===== config.mk =====
export PLATFORM = sky130hd
export DESIGN_NAME = cpu_top
export DESIGN_NICKNAME = d
export VERILOG_FILES = /design/src/common/cpu_isa_pkg.sv /design/src/common/cpu_bus_pkg.sv /design/src/cpu_core/cpu_control.sv /design/src/cpu_core/cpu_datapath.sv /design/src/verilog/cpu_top.sv
export SDC_FILE = /design/constraint.sdc
export NUM_CORES = 1
export LEC_CHECK = 0
export ABC_AREA = 0
export CAP_MARGIN = 20
export CORE_UTILIZATION = 60
export CTS_CLUSTER_SIZE = 20
export DETAILED_ROUTE_END_ITERATION = 10
export DONT_BUFFER_PORTS = 1
export PLACE_DENSITY_LB_ADDON = 0.15
export SETUP_SLACK_MARGIN = 0.2
export SLEW_MARGIN = 30
export SYNTH_ARGS = -nofsm -noshare
export SYNTH_HDL_FRONTEND = slang
export SYNTH_HIERARCHICAL = 1
export SYNTH_SLANG_ARGS = --single-unit

===== constraint.sdc =====
create_clock -name i_clk -period 6.2 [get_ports i_clk]
set_clock_uncertainty 0.05 [all_clocks]
set_input_delay 0.31 -clock i_clk [delete_from_list [all_inputs] [get_ports i_clk]]
set_output_delay 0.31 -clock i_clk [all_outputs]
set_load 0.02 [all_outputs]

===== src/common/cpu_isa_pkg.sv =====
package cpu_isa_pkg;

  typedef logic [15:0] word_t;
  typedef logic [2:0]  reg_idx_t;

  // bit positions inside the instruction word
  localparam int RX_LSB    = 5;
  localparam int RY_LSB    = 8;
  localparam int IMM8_LSB  = 8;
  localparam int IMM11_LSB = 5;

  // one code per instruction pair, bit 4 picks the immediate form
  typedef enum logic [3:0] {
    OP_MV   = 4'b0000,
    OP_ADD  = 4'b0001,
    OP_SUB  = 4'b0010,
    OP_CMP  = 4'b0011,
    OP_LD   = 4'b0100,
    OP_ST   = 4'b0101,
    OP_MVHI = 4'b0110,
    OP_JR   = 4'b1000,
    OP_JZ   = 4'b1001,
    OP_JN   = 4'b1010,
    OP_CALL = 4'b1100
  } opcode_e;

  typedef struct packed {
    logic    imm;
    opcode_e op;
  } ir_op_t;

  typedef enum logic [1:0] {
    PC_RY   = 2'd0,
    PC_NEXT = 2'd1,
    PC_REL  = 2'd2
  } pc_sel_e;

  typedef enum logic [2:0] {
    RF_IMM8 = 3'd0,
    RF_MVHI = 3'd1,
    RF_ALU  = 3'd2,
    RF_RET  = 3'd3,
    RF_MEM  = 3'd4,
    RF_RY   = 3'd5
  } rf_sel_e;

  typedef enum logic {
    ALU_ADD = 1'b0,
    ALU_SUB = 1'b1
  } alu_op_e;

  typedef struct packed {
    pc_sel_e pc_sel;
    logic    pc_ld;
    logic    ir_ld;
    rf_sel_e rf_sel;
    logic    rf_write;
    logic    rf_w_r7;
    logic    alu_b_ry;
    alu_op_e alu_op;
    logic    flags_ld;
    logic    mem_addr_ry;
  } cpu_ctrl_t;

  typedef struct packed {
    logic n;
    logic z;
  } cpu_flags_t;

endpackage


===== src/common/cpu_bus_pkg.sv =====
package cpu_bus_pkg;

  // core to memory, held steady while waitreq is high
  typedef struct packed {
    logic        rd;
    logic        wr;
    logic [15:0] addr;
    logic [15:0] wrdata;
  } mem_req_t;

  // memory to core, one rddatavalid pulse per accepted read
  typedef struct packed {
    logic        waitreq;
    logic        rddatavalid;
    logic [15:0] rddata;
  } mem_rsp_t;

endpackage


===== src/cpu_core/cpu_control.sv =====
`timescale 1ns/1ps

module cpu_control (
  input  logic                    i_clk,
  input  logic                    i_reset,

  input  logic                    i_mem_wait,
  input  logic                    i_mem_rddatavalid,

  input  cpu_isa_pkg::ir_op_t     i_ir,
  input  cpu_isa_pkg::cpu_flags_t i_flags,

  output logic                    o_mem_rd,
  output logic                    o_mem_wr,
  output cpu_isa_pkg::cpu_ctrl_t  o_ctrl
);

  typedef enum logic [1:0] {
    S_FETCH,
    S_LD_IR,
    S_EXECUTE,
    S_MEM_LD
  } state_e;

  state_e state;
  state_e state_nxt;

  // register or relative target, shared by all jumps and calls
  cpu_isa_pkg::pc_sel_e jump_sel;

  assign jump_sel = i_ir.imm ? cpu_isa_pkg::PC_REL : cpu_isa_pkg::PC_RY;

  always_ff @(posedge i_clk or posedge i_reset) begin
    if (i_reset) begin
      state <= S_FETCH;
    end else begin
      state <= state_nxt;
    end
  end

  always_comb begin
    state_nxt = state;

    o_mem_rd = 1'b0;
    o_mem_wr = 1'b0;

    o_ctrl.pc_sel      = cpu_isa_pkg::PC_NEXT;
    o_ctrl.pc_ld       = 1'b0;
    o_ctrl.ir_ld       = 1'b0;
    o_ctrl.rf_sel      = cpu_isa_pkg::RF_ALU;
    o_ctrl.rf_write    = 1'b0;
    o_ctrl.rf_w_r7     = 1'b0;
    o_ctrl.alu_b_ry    = 1'b0;
    o_ctrl.alu_op      = cpu_isa_pkg::ALU_ADD;
    o_ctrl.flags_ld    = 1'b0;
    o_ctrl.mem_addr_ry = 1'b0;

    case (state)
      S_FETCH: begin
        // address is the pc
        o_mem_rd = 1'b1;
        if (!i_mem_wait) begin
          state_nxt = S_LD_IR;
        end
      end

      S_LD_IR: begin
        if (i_mem_rddatavalid) begin
          o_ctrl.ir_ld = 1'b1;
          state_nxt    = S_EXECUTE;
        end
      end

      S_EXECUTE: begin
        state_nxt    = S_FETCH;
        o_ctrl.pc_ld = 1'b1;

        case (i_ir.op)
          cpu_isa_pkg::OP_MV: begin
            o_ctrl.rf_write = 1'b1;
            o_ctrl.rf_sel   = i_ir.imm ? cpu_isa_pkg::RF_IMM8 : cpu_isa_pkg::RF_RY;
          end

          cpu_isa_pkg::OP_ADD: begin
            o_ctrl.rf_write = 1'b1;
            o_ctrl.rf_sel   = cpu_isa_pkg::RF_ALU;
            o_ctrl.alu_op   = cpu_isa_pkg::ALU_ADD;
            o_ctrl.alu_b_ry = !i_ir.imm;
            o_ctrl.flags_ld = 1'b1;
          end

          cpu_isa_pkg::OP_SUB: begin
            o_ctrl.rf_write = 1'b1;
            o_ctrl.rf_sel   = cpu_isa_pkg::RF_ALU;
            o_ctrl.alu_op   = cpu_isa_pkg::ALU_SUB;
            o_ctrl.alu_b_ry = !i_ir.imm;
            o_ctrl.flags_ld = 1'b1;
          end

          // subtract for flags only
          cpu_isa_pkg::OP_CMP: begin
            o_ctrl.alu_op   = cpu_isa_pkg::ALU_SUB;
            o_ctrl.alu_b_ry = !i_ir.imm;
            o_ctrl.flags_ld = 1'b1;
          end

          cpu_isa_pkg::OP_LD: begin
            o_mem_rd           = 1'b1;
            o_ctrl.mem_addr_ry = 1'b1;
            o_ctrl.pc_ld       = !i_mem_wait;
            state_nxt          = i_mem_wait ? S_EXECUTE : S_MEM_LD;
          end

          cpu_isa_pkg::OP_ST: begin
            o_mem_wr           = 1'b1;
            o_ctrl.mem_addr_ry = 1'b1;
            o_ctrl.pc_ld       = !i_mem_wait;
            state_nxt          = i_mem_wait ? S_EXECUTE : S_FETCH;
          end

          cpu_isa_pkg::OP_MVHI: begin
            o_ctrl.rf_write = 1'b1;
            o_ctrl.rf_sel   = cpu_isa_pkg::RF_MVHI;
          end

          cpu_isa_pkg::OP_JR: begin
            o_ctrl.pc_sel = jump_sel;
          end

          // not taken falls through to pc + 2
          cpu_isa_pkg::OP_JZ: begin
            if (i_flags.z) begin
              o_ctrl.pc_sel = jump_sel;
            end
          end

          cpu_isa_pkg::OP_JN: begin
            if (i_flags.n) begin
              o_ctrl.pc_sel = jump_sel;
            end
          end

          // return address goes to r7
          cpu_isa_pkg::OP_CALL: begin
            o_ctrl.pc_sel   = jump_sel;
            o_ctrl.rf_write = 1'b1;
            o_ctrl.rf_sel   = cpu_isa_pkg::RF_RET;
            o_ctrl.rf_w_r7  = 1'b1;
          end

          // undefined opcodes just step over
          default: begin
            o_ctrl.pc_sel = cpu_isa_pkg::PC_NEXT;
          end
        endcase
      end

      S_MEM_LD: begin
        if (i_mem_rddatavalid) begin
          o_ctrl.rf_write = 1'b1;
          o_ctrl.rf_sel   = cpu_isa_pkg::RF_MEM;
          state_nxt       = S_FETCH;
        end
      end

      default: begin
        state_nxt = S_FETCH;
      end
    endcase
  end

endmodule


===== src/cpu_core/cpu_datapath.sv =====
`timescale 1ns/1ps

module cpu_datapath #(
  parameter cpu_isa_pkg::word_t RESET_PC = 16'h0000
) (
  input  logic                    i_clk,
  input  logic                    i_reset,

  input  cpu_isa_pkg::cpu_ctrl_t  i_ctrl,
  input  cpu_isa_pkg::word_t      i_mem_rddata,

  output cpu_isa_pkg::ir_op_t     o_ir,
  output cpu_isa_pkg::cpu_flags_t o_flags,
  output cpu_isa_pkg::word_t      o_mem_addr,
  output cpu_isa_pkg::word_t      o_mem_wrdata
);

  cpu_isa_pkg::word_t      pc;
  cpu_isa_pkg::word_t      ir;
  cpu_isa_pkg::word_t      regs [8];
  cpu_isa_pkg::cpu_flags_t flags;

  cpu_isa_pkg::reg_idx_t   rx_idx;
  cpu_isa_pkg::reg_idx_t   ry_idx;
  cpu_isa_pkg::reg_idx_t   rw_idx;
  cpu_isa_pkg::word_t      rx_val;
  cpu_isa_pkg::word_t      ry_val;
  cpu_isa_pkg::word_t      imm8_sx;
  cpu_isa_pkg::word_t      imm11_off;
  cpu_isa_pkg::word_t      pc_plus2;
  cpu_isa_pkg::word_t      pc_nxt;
  cpu_isa_pkg::word_t      alu_b;
  cpu_isa_pkg::word_t      alu_res;
  cpu_isa_pkg::word_t      rf_wdata;

  // instruction fields
  assign rx_idx    = ir[cpu_isa_pkg::RX_LSB +: 3];
  assign ry_idx    = ir[cpu_isa_pkg::RY_LSB +: 3];
  assign imm8_sx   = {{8{ir[15]}}, ir[cpu_isa_pkg::IMM8_LSB +: 8]};
  // word offset scaled to bytes
  assign imm11_off = {{4{ir[15]}}, ir[cpu_isa_pkg::IMM11_LSB +: 11], 1'b0};

  assign rx_val = regs[rx_idx];
  assign ry_val = regs[ry_idx];
  assign rw_idx = i_ctrl.rf_w_r7 ? 3'd7 : rx_idx;

  assign pc_plus2 = pc + 16'd2;

  assign alu_b   = i_ctrl.alu_b_ry ? ry_val : imm8_sx;
  assign alu_res = (i_ctrl.alu_op == cpu_isa_pkg::ALU_SUB) ? rx_val - alu_b : rx_val + alu_b;

  always_comb begin
    case (i_ctrl.pc_sel)
      cpu_isa_pkg::PC_RY:  pc_nxt = ry_val;
      cpu_isa_pkg::PC_REL: pc_nxt = pc_plus2 + imm11_off;
      default:             pc_nxt = pc_plus2;
    endcase
  end

  always_comb begin
    case (i_ctrl.rf_sel)
      cpu_isa_pkg::RF_IMM8: rf_wdata = imm8_sx;
      cpu_isa_pkg::RF_MVHI: rf_wdata = {ir[cpu_isa_pkg::IMM8_LSB +: 8], rx_val[7:0]};
      cpu_isa_pkg::RF_RET:  rf_wdata = pc_plus2;
      cpu_isa_pkg::RF_MEM:  rf_wdata = i_mem_rddata;
      cpu_isa_pkg::RF_RY:   rf_wdata = ry_val;
      default:              rf_wdata = alu_res;
    endcase
  end

  always_ff @(posedge i_clk or posedge i_reset) begin
    if (i_reset) begin
      pc <= RESET_PC;
    end else if (i_ctrl.pc_ld) begin
      pc <= pc_nxt;
    end
  end

  always_ff @(posedge i_clk) begin
    if (i_ctrl.ir_ld) begin
      ir <= i_mem_rddata;
    end
  end

  always_ff @(posedge i_clk or posedge i_reset) begin
    if (i_reset) begin
      for (int i = 0; i < 8; i++) begin
        regs[i] <= '0;
      end
    end else if (i_ctrl.rf_write) begin
      regs[rw_idx] <= rf_wdata;
    end
  end

  // n and z from the last add, sub or cmp
  always_ff @(posedge i_clk or posedge i_reset) begin
    if (i_reset) begin
      flags <= '0;
    end else if (i_ctrl.flags_ld) begin
      flags.n <= alu_res[15];
      flags.z <= (alu_res == 16'h0000);
    end
  end

  assign o_ir         = cpu_isa_pkg::ir_op_t'(ir[4:0]);
  assign o_flags      = flags;
  assign o_mem_addr   = i_ctrl.mem_addr_ry ? ry_val : pc;
  assign o_mem_wrdata = rx_val;

endmodule


===== src/verilog/cpu_top.sv =====
`timescale 1ns/1ps

module cpu_top #(
  parameter logic [15:0] RESET_PC = 16'h0000
) (
  input  logic                  i_clk,
  input  logic                  i_reset,
  input  cpu_bus_pkg::mem_rsp_t i_mem_rsp,
  output cpu_bus_pkg::mem_req_t o_mem_req
);

  cpu_isa_pkg::cpu_ctrl_t  ctrl;
  cpu_isa_pkg::ir_op_t     ir_op;
  cpu_isa_pkg::cpu_flags_t flags;

  cpu_control u_control (
    .i_clk             (i_clk),
    .i_reset           (i_reset),
    .i_mem_wait        (i_mem_rsp.waitreq),
    .i_mem_rddatavalid (i_mem_rsp.rddatavalid),
    .i_ir              (ir_op),
    .i_flags           (flags),
    .o_mem_rd          (o_mem_req.rd),
    .o_mem_wr          (o_mem_req.wr),
    .o_ctrl            (ctrl)
  );

  cpu_datapath #(
    .RESET_PC (RESET_PC)
  ) u_datapath (
    .i_clk        (i_clk),
    .i_reset      (i_reset),
    .i_ctrl       (ctrl),
    .i_mem_rddata (i_mem_rsp.rddata),
    .o_ir         (ir_op),
    .o_flags      (flags),
    .o_mem_addr   (o_mem_req.addr),
    .o_mem_wrdata (o_mem_req.wrdata)
  );

endmodule


# == Word level (Yosys, flattened, before mapping) ==
# Cells that the tools add are included.
# totals
regBits,164
inputBits,20
out_inout_bits,34
# classes
add_sub_neg,4
magnitude_cmp,4
eq_ne,21
mux,42
bitwise_logic,3
n_reduce_logical,13
# op_table
cell,count
$bwmux 128,1
$mux 16,8
$bmux 16 s3,2
$pmux 16 s5,1
$demux 16 s3,1
$add 16x16->16,2
$pmux 16 s2,1
$add 16x2->16 const B,1
$eq 4x4->1 const B,4
$logic_not 16->1,1
$pmux 4 s4,1
$sub 16x16->16,1
$mux 2,7
$eq 4x3->1 const B,3
$ge 4x4->1 const B,3
$not 3->4,3
$mux 1,9
$mux 3,3
$eq 4x2->1 const B,2
$pmux 2 s4,1
$pmux 4 s2,1
$reduce_or 2->1,4
$eq 2x2->1 const B,3
$eq 3x3->1 const B,2
other kinds (18),22

# == Depth between registers and ports, before layout ==
# Gate-level depths: netlist of the first run.
# depth
ltp_word,11
mapped_depth,24
ltp_nobuf,22

# == Hierarchy ==
# Netlist of the first run, hierarchy kept.
# by_module_without_submodules
module,n_inst,cells_each,area_per_inst_um2,seq_area_each_um2
cpu_datapath,1,1157,11609.9,4134.0
cpu_control,1,49,359.1,50.0

# == Least setup slack after synthesis of the first run ==
# Ideal clock, no wire load.
# synth_timing
kind,register -> register
startpoint,reg u_datapath.ir[2]
endpoint,reg u_datapath/regs[111] (netlist bit)
setup_ps,135
arrival_time_ps,4706
setup_slack_ps,1308
path_stages_with_launch,22
path_cell_list,edfxtp_1 buf_4 clkbuf_1 or3_4 nor3_1 clkbuf_1 o21ai_0 a211oi_2 inv_1 ha_1 o21ai_0 nor2_1 nor2_1 xnor2_1 ha_1 or3_1 o221a_2 o2111a_1 o31ai_1 nand2_1 mux2i_4 o31ai_2
# synth_rtl
item,line,text
start: declaration,cpu_datapath.sv:19,cpu_isa_pkg::word_t ir;
start signal: assignment,cpu_datapath.sv:81,ir <= i_mem_rddata;
end signal: indexed assignment,cpu_datapath.sv:91,regs[rw_idx] <= rf_wdata;
end: declaration,cpu_datapath.sv:20,cpu_isa_pkg::word_t regs [8];

==> results of run 1 <==
-- critical path: cells and delay by family (launching register included) --
family | cells | cell delay [ns]
multiplexers | 3 | 0.95
buffers and inverters | 2 | 0.46
AND/OR/NAND/NOR | 7 | 1.69
AO/OA/AOI/OAI | 7 | 1.60
flip-flops | 1 | 0.47
adder cells (fa/ha/maj) | 1 | 0.31
-- routing by layer --
layer,global-route usage [%],share of wire (%)
met3,7.04,8.2
met1,47.6,40
met4,18.1,4.3
met2,58.9,47
met5,0,0
-- stage by stage --
step	cell area [µm²]	instances	total power [mW]	hold slack [ns]
after global routing	13000	1471	6.99	0.0267
after CTS	13000	1471	6.53	0.0194
after detailed placement	12200	1421	5.43	0.0138
final	13000	1471	6.61	0.0341
after global placement	12200	1421	5.35	0.0153
after floorplan	12000	1206	4.45	0.00118
-- kinds of logic after synthesis --
logic type | Yosys count | share of synthesized area [%]
muxes | 195 | 23.8
xor gates and xnor gates | 47 | 3.50
adders and majority gates | 34 | 3.68
DFF | 164 | 35.0
buffers and inverters | 122 | 4.82
AOI/OAI and AO/OA | 267 | 15.1
and+or+nand+nor | 377 | 14.1
-- power by group through the flow --
stage / Combinational, mW / Sequential, mW / Clock [mW]
finish: 3.65 / 1.90 / 1.06
CTS: 3.57 / 1.88 / 1.08
detailed placement: 3.54 / 1.90 / 0
floorplan: 2.72 / 1.73 / 0
global route: 3.92 / 1.95 / 1.12
global placement: 3.47 / 1.87 / 0
-- cells in the final DEF, fill, tap and decap left out, types with 9 or more instances in the layout --
master / instances
a21o_1: 9
buf_4: 32
nand3_1: 13
a211oi_1: 15
dlygate4sd3_1: 18
dfrtp_1: 148
xor2_1: 11
a31oi_1: 14
ha_1: 32
mux2i_1: 30
a21oi_1: 69
edfxtp_1: 16
nand2_1: 157
inv_1: 34
mux2_2: 102
clkbuf_16: 18
o21ai_0: 58
nor2_1: 114
nor3_1: 17
mux4_2: 59
xnor2_1: 35
-- registers in the layout, summed over array words and instances (netlist names) --
name and cells:
u_datapath/o_flags 2, u_datapath/pc 16, u_control/state 2, u_datapath/ir 16
u_datapath/regs 128
-- final timing paths --
kind / endpoint / slack [ns] / cells past startpoint
max in group asynchronous: u_datapath/regs[70]$_DFFE_PP0P_ / 4.52 / 3
min reg2reg: u_datapath/regs[82]$_DFFE_PP0P_ / 0.45 / 2
max: u_datapath/regs[110]$_DFFE_PP0P_ / 0.58 / 20
min: u_control/state[0]$_DFFE_PP0P_ / 0.03 / 2
max reg2reg: u_datapath/regs[110]$_DFFE_PP0P_ / 0.58 / 20
min in group asynchronous: u_control/state[1]$_DFFE_PP0P_ / 0.21 / 2
-- area by class of cell --
cell class                      count  share of cell area (%)
Multi-Input combinational cell    920                    56.0
Inverter                           38                    1.14
Sequential cell                   164                    32.3
Clock buffer                       18                    3.47
Clock inverter                     14                    1.07
Tap cell                          265                    2.56
Timing Repair Buffer               52                    3.48
-- what timing repair did --
action / in CTS / in global routing
buffers inserted: 0 / 0
hold endpoints to repair: 85 / 0
resized for setup: 0 / 0
hold buffers: 18 / 0
==> results_dict.tcl, run 1 <==
set metrics [dict create \
    finalCriticalPeriod_ns 5.62 \
    critPathSlowestCell "mux2i_1" \
    synth-seq-area-share_pct 35.0 \
    synth_cell_types 85 \
    grt_pass1_vias 9584 \
    cpMostUsedCell "mux2i_1" \
    cts_buffers 17 \
    finalMaxSlewViolations 0 \
    switchingPower_mw 3.07 \
    internal_power_mw 3.54 \
    first_pass_iters 6 \
    wl_mm 36.0 \
    tightest_slew_ns 1.04 \
    grt_pass1_wl_mm 55.3 \
    pwr-share-comb_pct 55.2 \
    synth-seq-cells 164 \
    ys.flop_type "dfrtp_1" \
    setup.worst_path.class "reg -> reg" \
    grt_max_degree 81 \
    required_ns 6.52 \
    outcome "finished, final reports clean" \
    async_flop_share_pct 90.2 \
    power_leakage_nw 5.63 \
    hold_viol 0 \
    nFillCells 1618 \
    cp-end-kind "flip-flop" \
    yosys.area.top_type "dfrtp_1" \
    vias 9898 \
    start_util_pct 61.3 \
    worstPathArrival_ns 5.94 \
    antenna_found_initial 0 \
    die_area_um2 20500 \
    netlist_instances 1206 \
    vias_per_cell 6.73 \
    finalCritPeriodShare_pct 90.6 \
    crit_fanout 28 \
    r2r-start "u_control/state[0]$_DFFE_PP0P_" \
    num_rows 51 \
    cts_tree "built" \
    critPathLaunch "u_control/state[0]$_DFFE_PP0P_" \
    yosysWarningCount 6 \
    insertion_delay_ns 0.44 \
    io_buffers 0 \
    grt.total_usage_pct 36.7 \
    power_frac_clock_pct 16.1 \
    core_um2 19500 \
    ys_top_cells_by_area "dfrtp_1 31%, mux4_2 11%, mux2_2 9.6%" \
    synthTopCellsByCount "157 x nand2_1, 148 x dfrtp_1, 116 x nor2_1" \
    clkTransAtPathRegs_ns 0.07 \
    die_y_um 143 \
    pre_cts_slack_ns 0.743 \
    remaining_drc_errors 0 \
    cts.sinks 164 \
    slowest_delay_ns 0.55 \
    syn_avg_cell_area_um2 9.92 \
    powerDensity_nw_per_um2 510 \
    finalSetupViolCount 0 \
    overflow 0 \
    relSlewSlack_pct 30.5 \
    synth_nets 1260 \
    finalNetCount 1247 \
    htree_levels 4 \
    worstHoldStart "i_mem_rsp[16]" \
    utilization_pct 66.4 \
    drv_cap 0 \
    hp-class "in -> reg" \
    critical_path.cell_chain "nand2b_4 > or3_4 > nor3_2 > buf_4 > inv_1 > nor4_1 > a211oi_2 > a2111oi_4 > and2_1 > nor2_1 > a41o_1 > o32ai_1 > ha_1 > or2_2 > o31a_1 > a211o_1 > o211ai_1 > mux2i_1 > mux2i_1 > mux2_2" \
    final-seq-area_um2 4180 \
    synth_top_area_share_pct 30.9 \
    die_w_um 143 \
    yosysMostFrequentCell "nand2_1" \
    layout_setup_ws_ns 0.584 \
    hpwlAfterDp_mm 25.8 \
    ant_nets 0 \
    syn2layout_area_growth_pct 8.36 \
    drive_gt1_share_pct 22.6 \
    drt_iter0_markers 1174 \
    fmax_mhz 178 \
    gp_congestion 0.991 \
    syn_area_um2 12000 \
    diodes 0 \
    timing.setup.tns_ns 0 \
    multi_input_area_um2 7270 \
    wl_per_cell_um 24.5 \
    io_pins 54 \
    power_switching_share_pct 46.4 \
    cts_max_path_buffers 2 \
    peakVddDrop_mv 0.214 \
    cp-start-kind "flip-flop" \
    cts-root-buf "clkbuf_16" \
    pwr-share-seq_pct 28.7 \
    rsz0062_at_grt "false" \
    synth_edf_count 16 \
]
(Power assumes the default switching activity.)
==> run 2, diff against run 1 <==
==> constraint.sdc (replaced) <==
create_clock -name i_clk -period 6.2 [get_ports i_clk]
set_clock_uncertainty 0.05 [all_clocks]
set_input_delay 1.86 -clock i_clk [delete_from_list [all_inputs] [get_ports i_clk]]
set_output_delay 1.86 -clock i_clk [all_outputs]
set_load 0.02 [all_outputs]
==> run 2 against run 1 <==
Flip-flop and latch count did not move. Worst hold slack improved by 0.42 ns. Clock-buffer cell count did not move. Sequential power barely moved. Die area did not move. Clock power barely moved. Register-to-register slack improved by 0.05 ns. Combinational power barely moved.
==> results_dict.tcl, run 2 (synthesis gave the netlist of run 1 again) <==
set metrics [dict create \
    postCtsHoldBufs 0 \
    top_layer_used "met4" \
    switchingPower_mw 3.04 \
    drt_iter0_markers 1120 \
    drive_gt1_share_pct 23.3 \
    finalSetupViolCount 0 \
    fmax_mhz 180 \
    power_leakage_nw 5.60 \
    power_frac_clock_pct 16.1 \
    stdcell_count 1462 \
    internal_power_mw 3.56 \
    relSlewSlack_pct 33.0 \
    crit_fanout 28 \
    vias 9808 \
    outcome "finished, final reports clean" \
    cts_tree "built" \
    finalCriticalPeriod_ns 5.57 \
    clkTransAtPathRegs_ns 0.07 \
    cts-resized-gates 0 \
    antenna_found_initial 1 \
    rsz0062_at_grt "false" \
    io_buffers 0 \
    insertion_delay_ns 0.44 \
    syn2layout_area_growth_pct 7.29 \
    worstPathArrival_ns 5.89 \
    hold_viol 0 \
    hold_ws_ns 0.454 \
    cts_max_path_buffers 2 \
    die_w_um 143 \
    peakVddDrop_mv 0.240 \
    finalMaxSlewViolations 0 \
    route.met3.wl_mm 3.39 \
    num_rows 51 \
    first_pass_iters 6 \
    final_area_um2 12800 \
    post_cts_buffers 0 \
    pwr-share-comb_pct 55.2 \
    overflow 0 \
    vias_per_cell 6.71 \
    remaining_drc_errors 0 \
    cp-end-kind "flip-flop" \
    tightest_slew_ns 1.00 \
    regMostFlops "u_datapath/regs" \
    die_y_um 143 \
    start_util_pct 61.3 \
    final_common_cell "nand2_1" \
    layout_top_registers "u_datapath/regs x128, u_datapath/ir x16, u_datapath/pc x16" \
    die_area_um2 20500 \
    grt_pass1_vias 9416 \
    hp-class "reg -> reg" \
    grt.total_usage_pct 36.1 \
    setup.worst_path.class "reg -> reg" \
    met2WireLength_mm 16.6 \
    finalNetCount 1238 \
    timing.setup.tns_ns 0 \
    hpwlAfterDp_mm 25.8 \
    pwr-share-seq_pct 28.7 \
    place_area_um2 12300 \
    finalCritPeriodShare_pct 89.8 \
    gp_congestion 0.996 \
    wl_met1_mm 14.2 \
    ant_nets 0 \
    required_ns 6.52 \
    cts-root-buf "clkbuf_16" \
    dp_cells 1430 \
    io_pins 54 \
    largest_reg_flops 128 \
    cp-start-kind "flip-flop" \
    cts.sinks 164 \
    cts_buffers 17 \
    htree_levels 4 \
    power_switching_share_pct 46.1 \
    core_um2 19500 \
    drv_cap 0 \
    grt_max_degree 71 \
    wl_mm 35.5 \
    grt_pass1_wl_mm 54.2 \
    final_cell_mix "157 x nand2_1, 148 x dfrtp_1, 115 x nor2_1" \
    powerDensity_nw_per_um2 513 \
    wl_per_cell_um 24.3 \
]
[run 2: cell count changes in the layout (fill, tap and decap cells not counted), sizes merged]
cell         delta
buf             +9
bufinv          +1
clkinvlp        -3
diode           +1
dlygate4sd3    -18
inv             +1
[run 2: power by group through the flow]
stage / registers (mW) / logic, mW / clock network, mW
5_1_grt: 1.94 / 3.92 / 1.12
3_5_place_dp: 1.89 / 3.55 / 0
6_report: 1.89 / 3.64 / 1.06
2_1_floorplan: 1.73 / 2.72 / 0
4_1_cts: 1.87 / 3.57 / 1.08
3_3_place_gp: 1.87 / 3.47 / 0
[run 2: critical path, cell delays in order, from the launching register on]
cell and delay, ns:
dfrtp_1 0.47, nand2b_4 0.20, or3_4 0.38, nor3_2 0.11
buf_4 0.31, inv_1 0.16, nor4_1 0.33, a211oi_2 0.14
inv_1 0.08, ha_1 0.16, o21ai_0 0.23, nor4b_2 0.44
o21a_1 0.18, nor2_1 0.05, a21oi_1 0.15, ha_1 0.30
a21o_1 0.20, nand2_1 0.07, o211ai_1 0.14, a211o_1 0.29
o211ai_1 0.13, mux2i_1 0.11, mux2i_1 0.54, mux2_2 0.27
[run 2: path summary, 6_finish.rpt]
kind                       slack [ns]                                end                         startpoint  cells after the start
setup / recovery                 0.63    u_datapath/regs[30]$_DFFE_PP0P_     u_control/state[0]$_DFFE_PP0P_                     23
hold / removal                   0.45  u_datapath/o_flags[1]$_DFFE_PP0P_  u_datapath/o_flags[1]$_DFFE_PP0P_                      1
max in group asynchronous        3.64   u_datapath/regs[116]$_DFFE_PP0P_                            i_reset                      2
hold reg to reg                  0.45  u_datapath/o_flags[1]$_DFFE_PP0P_  u_datapath/o_flags[1]$_DFFE_PP0P_                      1
min in group asynchronous        1.11     u_control/state[0]$_DFFE_PP0P_                            i_reset                      1
setup reg to reg                 0.63    u_datapath/regs[30]$_DFFE_PP0P_     u_control/state[0]$_DFFE_PP0P_                     23
[run 2: layout make-up]
cell class,count,area [µm²]
repair buffers,43,334
multi-input cells,920,7260
clock inverters,13,140
flip-flops and latches,164,4180
clock buffers,18,439
diodes,1,2.50
inverters,38,148
fillers,1593,6690
well taps,265,332
[run 2: metrics by stage]
stage | util (%) | total power [mW] | setup slack, ns
after detailed placement | 62.8 | 5.44 | 0.771
after global routing | 65.8 | 6.98 | 0.325
final | 65.8 | 6.59 | 0.633
after CTS | 65.8 | 6.52 | 0.698
after floorplan | - | 4.45 | 0.367
after global placement | 62.6 | 5.34 | 0.857
[run 2: layer usage]
metal | vias up | track usage (%)
met3 | 89 | 8.85
met4 | 0 | 16.3
met2 | 490 | 57.8
li1 | 4384 | -
met1 | 4845 | 46.3
met5 | - | 0
==> run 3, diff against run 2 <==
- CORE_MARGIN: not set -> 2
- RECOVER_POWER: not set -> 50
- SLEW_MARGIN: 30 -> not set
==> run 3 against run 2 <==
The flow now finishes with violations (capacitance limit, slew limit). Clock-buffer cell count did not move. Die area rose by 2.8%. Worst hold slack worse by 0.010 ns. Fmax decreased by 0.62%. Sequential power is essentially flat. Combinational power hardly changed. Cell area grew 0.15%. Largest cell class unchanged. Highest routed layer unchanged.
==> results_dict.tcl, run 3 (synthesis gave the netlist of run 1 again) <==
set metrics [dict create \
    outcome "finished with violations" \
    violations "capacitance limit, slew limit" \
    cts-root-buf "clkbuf_16" \
    final_common_cell "nand2_1" \
    wl_met1_mm 14.5 \
    core_um2 19500 \
    utilization_pct 65.9 \
    syn2layout_area_growth_pct 7.44 \
    grt_pass1_vias 9405 \
    final_cell_mix "157 x nand2_1, 148 x dfrtp_1, 114 x nor2_1" \
    antenna_found_initial 1 \
    tightest_slew_ns 2.10 \
    vias_per_cell 6.67 \
    io_pins 54 \
    drv_cap 1 \
    vias 9756 \
    overflow 0 \
    ant_nets 0 \
    first_pass_iters 5 \
    drt_iter0_markers 1039 \
    insertion_delay_ns 0.44 \
    holdPathStages 2 \
    cts_buffers 17 \
    finalNetCount 1238 \
    grt_max_degree 110 \
    wl_mm 35.5 \
    finalSetupViolCount 0 \
    largest_reg_flops 128 \
    clkTransAtPathRegs_ns 0.07 \
    drive_gt1_share_pct 23.5 \
    htree_levels 4 \
    remaining_drc_errors 0 \
    worstRegToRegCells 19 \
    postCtsHoldBufs 0 \
    power_leakage_nw 5.60 \
    stdcell_count 1463 \
    grt_pass1_wl_mm 54.6 \
    relSlewSlack_pct -40.1 \
    cp-end-kind "flip-flop" \
    finalCriticalPeriod_ns 5.60 \
    die_area_um2 21100 \
    crit_fanout 9 \
    dp_cells 1429 \
    io_buffers 0 \
    start_util_pct 61.3 \
    hpwlAfterDp_mm 26.2 \
    grt.total_usage_pct 33.9 \
    finalMaxSlewViolations 85 \
    cts-resized-gates 0 \
    powerDensity_nw_per_um2 518 \
    gp_congestion 0.980 \
    wl_per_cell_um 24.2 \
    worstPathArrival_ns 5.80 \
    cts_max_path_buffers 2 \
    timing.setup.tns_ns 0 \
    fmax_mhz 179 \
    cts.sinks 164 \
    post_cts_buffers 0 \
    hold_viol 0 \
    hp-class "reg -> reg" \
    layout_top_registers "u_datapath/regs x128, u_datapath/ir x16, u_datapath/pc x16" \
    peakVddDrop_mv 0.232 \
    die_y_um 145 \
    rsz0062_at_grt "false" \
    die_w_um 145 \
    cp-start-kind "flip-flop" \
    finalCritPeriodShare_pct 90.4 \
    required_ns 6.40 \
    num_rows 51 \
    top_layer_used "met4" \
    met2WireLength_mm 15.9 \
    setup.worst_path.class "reg -> reg" \
    regMostFlops "u_datapath/regs" \
    route.met3.wl_mm 3.27 \
    cts_tree "built" \
]
-- run 3: power breakdown --
group | internal, mW | switching, mW | total, mW | leakage (nW)
Clock | 0.618 | 0.496 | 1.11 | 0.294
Combinational | 1.49 | 2.16 | 3.65 | 3.22
Sequential | 1.51 | 0.386 | 1.89 | 2.08
-- run 3: layout make-up --
cell class / instances / area [µm²]
sequential: 164 / 4180
timing repair buffer: 43 / 330
clock buffer: 18 / 439
antenna: 2 / 5.00
clock inverter: 13 / 163
inverter: 38 / 144
multi-input combinational: 920 / 7260
fill: 1610 / 6670
tap: 265 / 332
-- run 3: metal layers --
layer  vias up  global-route usage (%)
li1       4371                       -
met1      4808                    44.7
met2       483                    51.7
met3        94                    8.71
met4         0                    18.0
met5         -                       0
-- run 3: path summary, 6_finish.rpt --
kind                                                  from                               to  slack (ns)
max in group asynchronous                          i_reset  u_datapath/regs[51]$_DFFE_PP0P_        1.39
max reg2reg                 u_control/state[0]$_DFFE_PP0P_  u_datapath/regs[61]$_DFFE_PP0P_        0.60
min                        u_datapath/regs[18]$_DFFE_PP0P_  u_datapath/regs[18]$_DFFE_PP0P_        0.44
max                         u_control/state[0]$_DFFE_PP0P_  u_datapath/regs[61]$_DFFE_PP0P_        0.60
min in group asynchronous                          i_reset   u_control/state[0]$_DFFE_PP0P_        1.11
min reg2reg                u_datapath/regs[18]$_DFFE_PP0P_  u_datapath/regs[18]$_DFFE_PP0P_        0.44
-- run 3: stage by stage --
| step | setup slack (ns) | hold slack, ns | power [mW] | area, µm² |
|---|---|---|---|---|
| after floorplan | 0.367 | 0.407 | 4.45 | 12000 |
| after global placement | 0.783 | 0.428 | 5.36 | 12200 |
| after detailed placement | 0.624 | 0.431 | 5.43 | 12200 |
| after CTS | 0.536 | 0.448 | 6.56 | 12800 |
| after global routing | 0.282 | 0.479 | 7.03 | 12900 |
| final | 0.598 | 0.443 | 6.66 | 12900 |
-- run 3: critical path, cell delays in order, from the launching register on --
cell	delay (ns)
dfrtp_1	0.46
nand2b_4	0.20
or3_4	0.37
nor3_2	0.43
o21ai_0	0.21
a211oi_2	0.45
inv_1	0.08
ha_1	0.22
o21ai_0	0.25
nor2_1	0.08
nor2_1	0.13
xnor2_1	0.08
ha_1	0.25
or3_1	0.39
o221a_2	0.29
o21ai_0	0.35
mux2i_1	0.29
o21ai_0	0.17
a21oi_2	0.44
o21ai_0	0.20
